`src/logic/cpuPipePkg.sv`:
```
// Pipeline-level types and address defaults shared by the core stages and the top level
package cpuPipePkg;

   // Byte address width of instruction and data buses unless the top sets another
   localparam int DefaultAddrWidth = 16;

   // Byte offset dropped to form a word address
   localparam int ByteOffsetBits = 2;

   // One 32-bit instruction or data word
   typedef logic [31:0] instrWordT;

endpackage

```
`src/logic/cpuIsaPkg.sv`:
```
// Instruction-set definitions shared by the decoder, execute stage, branch unit and program builder
package cpuIsaPkg;

   // Register index width, 32 general registers
   localparam int RegIdxWidth = 5;

   // Low immediate field, also the width of the prefix half
   localparam int ImmWidth = 16;

   // Opcode bit that selects the immediate operand form
   localparam int ImmFormBit = 3;

   // Delay-slot flag in the ra field of unconditional branches
   localparam int DelayBitBru = 4;

   // Delay-slot flag in the rd field of conditional branches
   localparam int DelayBitBcc = 4;

   // Major opcodes, bits 31:26 of the instruction word
   typedef enum logic [5:0] {
      opAdd  = 6'o00,
      opAddI = 6'o10,
      opOr   = 6'o40,
      opAnd  = 6'o41,
      opBru  = 6'o46,
      opBcc  = 6'o47,
      opImm  = 6'o54,
      opRtd  = 6'o55,
      opBruI = 6'o56,
      opBccI = 6'o57,
      opSwi  = 6'o76
   } opcodeT;

   // Branch conditions, low three bits of rd on a conditional branch
   typedef enum logic [2:0] {
      condEq = 3'd0,
      condNe = 3'd1,
      condLt = 3'd2,
      condLe = 3'd3,
      condGt = 3'd4,
      condGe = 3'd5
   } condT;

endpackage
```
`src/logic/pipeIfs.sv`:
```
// Interfaces linking decode, execute, branch and store blocks inside the core
interface execIf #(
   parameter int AddrWidth = cpuPipePkg::DefaultAddrWidth
);
   cpuIsaPkg::opcodeT opcode;
   logic [cpuIsaPkg::RegIdxWidth-1:0] rd;
   logic [cpuIsaPkg::RegIdxWidth-1:0] ra;
   // B read index, rd for a store
   logic [cpuIsaPkg::RegIdxWidth-1:0] rb;
   // Immediate with any prefix already merged
   cpuPipePkg::instrWordT imm;
   cpuPipePkg::instrWordT regA;
   cpuPipePkg::instrWordT regB;
   logic fwdA;
   logic fwdB;
   logic [AddrWidth-cpuPipePkg::ByteOffsetBits-1:0] pc;
   logic valid;

   modport src (output opcode, rd, ra, rb, imm, regA, regB, fwdA, fwdB, pc, valid);
   modport alu (input opcode, rd, imm, regA, regB, fwdA, fwdB, valid);
   modport branch (input opcode, rd, ra, pc, valid);
endinterface

interface resolveIf #(
   parameter int AddrWidth = cpuPipePkg::DefaultAddrWidth
);
   // Forwarded operand A for the branch test
   cpuPipePkg::instrWordT opA;
   cpuPipePkg::instrWordT result;
   logic wbEn;
   logic [cpuIsaPkg::RegIdxWidth-1:0] wbIdx;
   cpuPipePkg::instrWordT wbData;
   // Annul flag for the instruction now in execute
   logic skip;
   logic [AddrWidth-cpuPipePkg::ByteOffsetBits-1:0] execPc;

   modport alu (output opA, result, wbEn, wbIdx, wbData, input skip, execPc);
   modport branch (input opA, result, output skip, execPc);
   modport dec (input wbEn, wbIdx, wbData, skip);
endinterface

interface storeIf #(
   parameter int AddrWidth = cpuPipePkg::DefaultAddrWidth
);
   logic req;
   // Byte address
   logic [AddrWidth-1:0] addr;
   cpuPipePkg::instrWordT data;

   modport src (output req, addr, data);
   modport sink (input req, addr, data);
endinterface

```
`src/logic/microCore.sv`:
```
// Top level of the three-stage core, connecting the stages and exposing the bus ports
module microCore #(
   parameter int AddrWidth = cpuPipePkg::DefaultAddrWidth
) (
   input  logic gclk,
   input  logic grst,
   input  logic gena,
   // Instruction bus, word address out and word back one cycle later
   output logic [AddrWidth-cpuPipePkg::ByteOffsetBits-1:0] instrAddr,
   input  cpuPipePkg::instrWordT instr,
   // Data bus, write only
   output logic [AddrWidth-cpuPipePkg::ByteOffsetBits-1:0] dataAddr,
   output cpuPipePkg::instrWordT dataOut,
   output logic dataWe
);

   // Pc of the word now on instr
   logic [AddrWidth-cpuPipePkg::ByteOffsetBits-1:0] fetchPc;

   execIf #(.AddrWidth(AddrWidth)) decBus ();
   resolveIf #(.AddrWidth(AddrWidth)) resBus ();
   storeIf #(.AddrWidth(AddrWidth)) stBus ();

   // Decode
   instrDecoder #(
      .AddrWidth(AddrWidth)
   ) decoder (
      .gclk(gclk),
      .grst(grst),
      .gena(gena),
      .instr(instr),
      .fetchPc(fetchPc),
      .dec(decBus.src),
      .res(resBus.dec)
   );

   // Execute
   aluExec #(
      .AddrWidth(AddrWidth)
   ) exec (
      .gclk(gclk),
      .grst(grst),
      .gena(gena),
      .dec(decBus.alu),
      .res(resBus.alu),
      .st(stBus.src)
   );

   // Fetch sequencing and branch resolution
   branchPcUnit #(
      .AddrWidth(AddrWidth)
   ) bpcu (
      .gclk(gclk),
      .grst(grst),
      .gena(gena),
      .dec(decBus.branch),
      .res(resBus.branch),
      .instrAddr(instrAddr),
      .fetchPc(fetchPc)
   );

   // Data bus output
   storePort #(
      .AddrWidth(AddrWidth)
   ) store (
      .gclk(gclk),
      .grst(grst),
      .gena(gena),
      .st(stBus.sink),
      .dataAddr(dataAddr),
      .dataOut(dataOut),
      .dataWe(dataWe)
   );

endmodule

```
`src/logic/storePort.sv`:
```
// Output stage registering store requests into one-cycle data bus writes
module storePort #(
   parameter int AddrWidth = cpuPipePkg::DefaultAddrWidth
) (
   input  logic gclk,
   input  logic grst,
   input  logic gena,
   storeIf.sink st,
   output logic [AddrWidth-cpuPipePkg::ByteOffsetBits-1:0] dataAddr,
   output cpuPipePkg::instrWordT dataOut,
   output logic dataWe
);

   // Write strobe, low in any cycle without a request
   always_ff @(posedge gclk) begin
      if (grst) begin
         dataWe <= 1'b0;
      end else if (gena) begin
         dataWe <= st.req;
      end
   end

   // Bus payload follows the request
   // Byte offset dropped, the bus is word addressed
   always_ff @(posedge gclk) begin
      if (gena) begin
         dataAddr <= st.addr[AddrWidth-1:cpuPipePkg::ByteOffsetBits];
         dataOut <= st.data;
      end
   end

endmodule

```
`src/logic/branchPcUnit.sv`:
```
// Branch resolution and fetch address sequencing, with delay-slot handling and annul generation
module branchPcUnit #(
   parameter int AddrWidth = cpuPipePkg::DefaultAddrWidth
) (
   input  logic gclk,
   input  logic grst,
   input  logic gena,
   execIf.branch dec,
   resolveIf.branch res,
   output logic [AddrWidth-cpuPipePkg::ByteOffsetBits-1:0] instrAddr,
   output logic [AddrWidth-cpuPipePkg::ByteOffsetBits-1:0] fetchPc
);

   localparam int PcWidth = AddrWidth - cpuPipePkg::ByteOffsetBits;

   logic isBru;
   logic isBcc;
   logic isRtd;
   logic isZero;
   logic isNeg;
   logic condMet;
   logic live;
   logic taken;
   logic delay;
   logic takenQ;
   logic skipQ;
   logic [PcWidth-1:0] pcQ;
   logic [PcWidth-1:0] fetchPcQ;
   logic [PcWidth-1:0] nextPc;

   // Branch class of the executing instruction
   assign isBru = (dec.opcode == cpuIsaPkg::opBru) || (dec.opcode == cpuIsaPkg::opBruI);
   assign isBcc = (dec.opcode == cpuIsaPkg::opBcc) || (dec.opcode == cpuIsaPkg::opBccI);
   assign isRtd = (dec.opcode == cpuIsaPkg::opRtd);

   // Condition test on forwarded ra
   assign isZero = (res.opA == '0);
   assign isNeg = res.opA[31];

   always_comb begin
      case (cpuIsaPkg::condT'(dec.rd[2:0]))
         cpuIsaPkg::condEq: condMet = isZero;
         cpuIsaPkg::condNe: condMet = !isZero;
         cpuIsaPkg::condLt: condMet = isNeg;
         cpuIsaPkg::condLe: condMet = isNeg || isZero;
         cpuIsaPkg::condGt: condMet = !isNeg && !isZero;
         cpuIsaPkg::condGe: condMet = !isNeg;
         // Unused encodings never branch
         default:           condMet = 1'b0;
      endcase
   end

   // An annulled instruction cannot branch
   assign live = dec.valid && !skipQ;
   assign taken = live && (isBru || isRtd || (isBcc && condMet));

   // Return always has a delay slot
   assign delay = (isBru && dec.ra[cpuIsaPkg::DelayBitBru])
                  || (isBcc && dec.rd[cpuIsaPkg::DelayBitBcc])
                  || isRtd;

   // Target from the ALU, word aligned
   assign nextPc = taken ? res.result[AddrWidth-1:cpuPipePkg::ByteOffsetBits]
                         : pcQ + PcWidth'(1);

   always_ff @(posedge gclk) begin
      if (grst) begin
         pcQ <= '0;
         fetchPcQ <= '0;
         takenQ <= 1'b0;
         skipQ <= 1'b0;
      end else if (gena) begin
         pcQ <= nextPc;
         // Pc of the word the memory returns next cycle
         fetchPcQ <= pcQ;
         takenQ <= taken;
         // Without delay both following words die
         // With delay only the second one
         skipQ <= (taken && !delay) || takenQ;
      end
   end

   assign instrAddr = pcQ;
   assign fetchPc = fetchPcQ;
   assign res.skip = skipQ;

   // Pc of the executing instruction as captured by the decoder
   assign res.execPc = dec.pc;

endmodule

```
`src/logic/aluExec.sv`:
```
// Execute stage resolving forwarded operands, computing ALU results and issuing write-back and stores
module aluExec #(
   parameter int AddrWidth = cpuPipePkg::DefaultAddrWidth
) (
   input  logic gclk,
   input  logic grst,
   input  logic gena,
   execIf.alu dec,
   resolveIf.alu res,
   storeIf.src st
);

   cpuPipePkg::instrWordT opA;
   cpuPipePkg::instrWordT opB;
   cpuPipePkg::instrWordT srcB;
   cpuPipePkg::instrWordT pcByte;
   cpuPipePkg::instrWordT result;
   logic live;
   logic isWrite;
   logic isStore;

   // Single forwarding source, the registered result of the previous instruction
   assign opA = dec.fwdA ? res.wbData : dec.regA;
   assign opB = dec.fwdB ? res.wbData : dec.regB;

   // Immediate forms replace the B operand
   assign srcB = dec.opcode[cpuIsaPkg::ImmFormBit] ? dec.imm : opB;

   // Byte address of the executing instruction
   assign pcByte = 32'({res.execPc, {cpuPipePkg::ByteOffsetBits{1'b0}}});

   always_comb begin
      case (dec.opcode)
         cpuIsaPkg::opAdd,
         cpuIsaPkg::opAddI: result = opA + srcB;
         cpuIsaPkg::opOr:   result = opA | srcB;
         cpuIsaPkg::opAnd:  result = opA & srcB;
         // Branch targets are pc relative
         cpuIsaPkg::opBru,
         cpuIsaPkg::opBruI,
         cpuIsaPkg::opBcc,
         cpuIsaPkg::opBccI: result = pcByte + srcB;
         // Return and store address, ra plus immediate
         default:           result = opA + srcB;
      endcase
   end

   // Annulled instructions have no side effects
   assign live = dec.valid && !res.skip;
   assign isWrite = (dec.opcode inside {cpuIsaPkg::opAdd, cpuIsaPkg::opAddI,
                                        cpuIsaPkg::opOr, cpuIsaPkg::opAnd})
                    && (dec.rd != '0);
   assign isStore = (dec.opcode == cpuIsaPkg::opSwi);

   // Strobes
   always_ff @(posedge gclk) begin
      if (grst) begin
         res.wbEn <= 1'b0;
         st.req <= 1'b0;
      end else if (gena) begin
         res.wbEn <= live && isWrite;
         st.req <= live && isStore;
      end
   end

   // Payload, valid only alongside its strobe
   always_ff @(posedge gclk) begin
      if (gena) begin
         res.wbIdx <= dec.rd;
         res.wbData <= result;
         st.addr <= result[AddrWidth-1:0];
         // B port carries rd on a store
         st.data <= opB;
      end
   end

   assign res.opA = opA;
   assign res.result = result;

endmodule

```
`src/logic/instrDecoder.sv`:
```
// Decode stage capturing fetched words, merging the immediate prefix and reading the register file
module instrDecoder #(
   parameter int AddrWidth = cpuPipePkg::DefaultAddrWidth
) (
   input  logic gclk,
   input  logic grst,
   input  logic gena,
   input  cpuPipePkg::instrWordT instr,
   input  logic [AddrWidth-cpuPipePkg::ByteOffsetBits-1:0] fetchPc,
   execIf.src dec,
   resolveIf.dec res
);

   localparam int PcWidth = AddrWidth - cpuPipePkg::ByteOffsetBits;
   localparam int ImmW = cpuIsaPkg::ImmWidth;

   cpuPipePkg::instrWordT instrQ;
   logic [PcWidth-1:0] pcQ;
   logic wordValid;
   logic validQ;
   logic prefixValid;
   logic [ImmW-1:0] prefixHi;
   cpuPipePkg::instrWordT regFile [2**cpuIsaPkg::RegIdxWidth];

   // Control state
   // instr holds a real fetched word from the second enabled cycle after reset
   always_ff @(posedge gclk) begin
      if (grst) begin
         wordValid <= 1'b0;
         validQ <= 1'b0;
         prefixValid <= 1'b0;
      end else if (gena) begin
         wordValid <= 1'b1;
         validQ <= wordValid;
         // Prefix lives for exactly one following instruction
         // An annulled prefix word sets nothing
         prefixValid <= validQ && (dec.opcode == cpuIsaPkg::opImm) && !res.skip;
      end
   end

   // Word, pc and prefix half
   always_ff @(posedge gclk) begin
      if (gena) begin
         instrQ <= instr;
         pcQ <= fetchPc;
         prefixHi <= instrQ[ImmW-1:0];
      end
   end

   // Write-back from execute, index zero never arrives here
   always_ff @(posedge gclk) begin
      if (gena && res.wbEn) begin
         regFile[res.wbIdx] <= res.wbData;
      end
   end

   // Field split
   assign dec.opcode = cpuIsaPkg::opcodeT'(instrQ[31:26]);
   assign dec.rd = instrQ[25:21];
   assign dec.ra = instrQ[20:16];
   // Store reads its data register through the B port
   assign dec.rb = (dec.opcode == cpuIsaPkg::opSwi) ? dec.rd : instrQ[15:11];

   // High half from the prefix, else sign extension
   assign dec.imm = prefixValid ? {prefixHi, instrQ[ImmW-1:0]}
                                : {{(32-ImmW){instrQ[ImmW-1]}}, instrQ[ImmW-1:0]};

   // Register zero reads as zero
   assign dec.regA = (dec.ra == '0) ? '0 : regFile[dec.ra];
   assign dec.regB = (dec.rb == '0) ? '0 : regFile[dec.rb];

   // Last execute result not yet in the file
   assign dec.fwdA = res.wbEn && (res.wbIdx == dec.ra);
   assign dec.fwdB = res.wbEn && (res.wbIdx == dec.rb);

   assign dec.pc = pcQ;
   assign dec.valid = validQ;

endmodule

```
`config.mk`:
```
export PLATFORM = sky130hd
export DESIGN_NAME = microCore
export DESIGN_NICKNAME = d
export VERILOG_FILES = /design/src/logic/cpuPipePkg.sv /design/src/logic/cpuIsaPkg.sv /design/src/logic/pipeIfs.sv /design/src/logic/microCore.sv /design/src/logic/storePort.sv /design/src/logic/branchPcUnit.sv /design/src/logic/aluExec.sv /design/src/logic/instrDecoder.sv
export SDC_FILE = /design/constraint.sdc
export NUM_CORES = 2
export LEC_CHECK = 0
export ABC_AREA = 1
export BUFFER_PORTS_ARGS = -buffer_cell sky130_fd_sc_hd__clkbuf_2
export CORE_MARGIN = 2
export CORE_UTILIZATION = 45
export CTS_BUF_LIST = sky130_fd_sc_hd__clkbuf_2 sky130_fd_sc_hd__clkbuf_4 sky130_fd_sc_hd__clkbuf_8
export DETAILED_ROUTE_END_ITERATION = 8
export PLACE_DENSITY = 0.65
export SKIP_LAST_GASP = 1
export SYNTH_ARGS = -nofsm -noshare
export SYNTH_HDL_FRONTEND = slang
export SYNTH_SLANG_ARGS = --single-unit
export TNS_END_PERCENT = 50
```
`constraint.sdc`:
```
create_clock -name gclk -period 6.7 [get_ports gclk]
set_clock_uncertainty 0.05 [all_clocks]
set_input_delay 1.005 -clock gclk [delete_from_list [all_inputs] [get_ports gclk]]
set_output_delay 1.005 -clock gclk [all_outputs]
set_load 0.03 [all_outputs]
```
==> results.md <==
* Outcome: complete, no violations
* Design Power at 20.9 mW
* Critical Path AT at 7000 ps
* RSZ-0062 raised after global routing: false
* Slew margin rel. at 0.0899
* Clk pin slew, worst setup/hold paths at 60 ps
* Maxcap violations at 0
* Compound-gate portion of the synthesized area at 0.118
* Adder-cell share of the synthesized area at 0.0158
* Synthesized area per cell at 9.12 um2
* Num Clock Sinks at 1242
* Post-Synth Simple-Gate Area at 0.214
* Top cell type's share of synthesized area at 0.555
* Syn Nets at slightly above 7000
* Seq/Total Area, Yosys at 0.568
* Core Area at ~140000 um2
* Final worst path period share at 0.951
* Largest family of logic cells by synthesized area: simple AND/OR/NAND/NOR gates
* Critical path fanouts, max at 67
* DIE AREA at 147000 um2
* Die width at 384 um
* Via density at 5.99
* PortBufs at 95
* Detailed Routing Iterations Pass 1 at 6
* Async SR Flop Fraction at 0
* Fill count at 13042
* Final WS setup at 329 ps
* Most used flip-flop cell after synthesis: edfxtp_1
* Pre-CTS setup slack at 212 ps
* Post-Synth XOR/XNOR Area at 0.00364
* Power per Cell Area at between 200 and 300 nW/um2
* Comb pwr share at 0.212
* Flop and latch count out of synthesis at 1242
* Max-slew violation count at 0
* Yosys warns at 0
* Io pins at 96
* CTS tree: done
* Post-synth EDFFs at 1201
* Starting Density at 0.453
* Worst Hold Class: in2reg
* Hold Vio Cnt, Final at 0
* HPWL Detailed at 138000 um
* First-pass GRT wire length at ~340000 um
* Largest area contributor in the netlist: edfxtp_1
* Power share of the clock group at 0.322
* Final GP Congestion at 0.947
* Vias in the first global route at around 52000
* Hold WS at 184 ps
* Sequential share of power at 0.465
* CP Data Required Time at 7330 ps
* Critical path endpoint category: flip-flop
* H-tree Lvls at 4
* Placed cell count at just under 9000
* Cts hold-fix bufs at 0
* Grt ovf at 0
* Int Pwr at 14.2 mW
* Achievable clock frequency at between 0.15 and 0.2 GHz
* Worst-margin pin slew at 1360 ps
* Yosys cell types at 49
* WL final at 234000 um
* Commonest non-fill, non-tap cell in the layout: nand2_1
* Clock Path Buffers at 3
* WS Path Type: reg2reg
* Setup violators final at 0
* Clk Latency, worst-skew pair at a little under 1000 ps
* Wirelength per Cell at between 20 and 30 um
* Commonest cells after routing, fill and taps aside: nand2_1, edfxtp_1, nand3_1
* Cell count after synthesis at 7123
* Area Growth Syn to Fin at 11.2%
* Ratio of cells with drive above 1 in the final layout at 0.119
* Post-synthesis mux area share at 0
* Peak supply drop at 200 uV
* Critical path launch point type: flip-flop
* Static leakage at 28.4 nW
* Finished Cell Area at 72300 um2
* Post-layout util at 0.504
* Iteration-0 DRC count of the detailed router at 8051
* Die Span Y at 384 um
* Rows at about 140
* Root Buffer: clkbuf_8
* TritonCTS Buffers at 202
* Mapped Area at 65000 um2
* Cell Area, Placed at 68100 um2
* Largest net degree at the start of global routing at approximately 120
* Routed Antenna Nets at 0
* Total number of vias at 55622
* Switching power at 6.67 mW
* Final Non-Filler Cells at about 9300
* Final min period at between 6000 and 7000 ps
* Total track usage at 0.310
* Critical Path Slowest Stage Cell: buf_4
* Final TNS setup at 0 ps
* Critical Path Most Common Cell: nand2_1
* Antenna violations before repair at 9
* CP max stage delay at roughly 690 ps
* Final net count at 7339
* Switching Fraction at 0.319
* Ranking of synthesized cells by area: edfxtp_1, nand2_1, nand3_1
* DRC errors left at 0
## final cells by class
cell class | instances | area [um2] | share of cell area
timing repair buffer | 368 | 2910 | 0.0403
multi-input combinational | 4653 | 23200 | 0.321
antenna | 5 | 12.5 | 0.000173
inverter | 756 | 2870 | 0.0397
clock buffer | 284 | 3440 | 0.0476
tap | 1903 | 2380 | 0.0330
sequential | 1242 | 36900 | 0.511
clock inverter | 82 | 553 | 0.00765
## synth_stat cells, types with 40 or more instances
cell type     n
nand2_1    1775
buf_4        45
nand3_1     997
or2_2        61
ha_1         79
o211ai_1    386
buf_2       230
a21oi_1     192
nor2_1      413
dfxtp_1      41
o21ai_1      40
a31oi_1      45
inv_1       731
o21ai_0     485
buf_1        51
clkbuf_1    124
edfxtp_1   1201
## state kept, by name, indices dropped and copies added, names as in the netlist, named ones only
register,flops
decoder.regFile,1024
decoder.instrQ,32
exec.st.data,32
store.dataOut,32
exec.res.wbData,17
decoder.prefixHi,16
exec.st.addr,15
bpcu.fetchPc,14
bpcu.instrAddr,14
decoder.dec.pc,14
store.dataAddr,14
exec.res.wbIdx,5
bpcu.res.skip,1
bpcu.takenQ,1
decoder.dec.valid,1
decoder.prefixValid,1
decoder.wordValid,1
exec.res.wbEn,1
exec.st.req,1
store.dataWe,1
## cells by family after synthesis
| logic type | count (synthesis) |
|---|---|
| DFF | 1242 |
| AOI/OAI and AO/OA | 1246 |
| and+or+nand+nor | 3297 |
| xor gates and xnor gates | 27 |
| buffers and inverters | 1230 |
| adders and majority gates | 81 |
## per-layer routing
metal / vias up / track usage / wire length (um)
li1: 24718 / - / -
met1: 26395 / 0.422 / 90000
met2: 3789 / 0.464 / 102000
met3: 718 / 0.0629 / 28100
met4: 2 / 0.169 / 14000
met5: - / 0 / 13
## power by group through the flow
stage | sequential (mW) | clock [mW] | combinational (mW)
floorplan | 10.1 | 0 | 2.23
global placement | 9.87 | 0 | 4.23
detailed placement | 9.87 | 0 | 4.26
CTS | 9.71 | 6.78 | 4.28
global route | 9.74 | 7.11 | 4.72
finish | 9.72 | 6.73 | 4.44
## final timing paths
| kind | startpoint | to | slack, ps | depth (start not counted) |
|---|---|---|---|---|
| max | decoder.instrQ[26] | exec.res.wbData[31] | 330 | 27 |
| min reg2reg | exec.st.data[9] | store.dataOut[9] | 360 | 0 |
| max reg2reg | decoder.instrQ[26] | exec.res.wbData[31] | 330 | 27 |
| min | instr[24] | decoder.instrQ[24] | 180 | 1 |
## worst max-delay path, delay by kind of cell, from the launching register on
kind | cells | cell delay [ps]
AOI/OAI and AO/OA | 9 | 1830
adders and majority gates | 1 | 360
DFF | 1 | 450
and+or+nand+nor | 12 | 2070
buffers and inverters | 5 | 1310
## timing repair
action | 4_1_cts | 5_1_grt
gates resized for setup | 0 | 23
buffers inserted | 0 | 1
setup endpoints to repair | 0 | 20
Power figures use the tool's default switching activity.
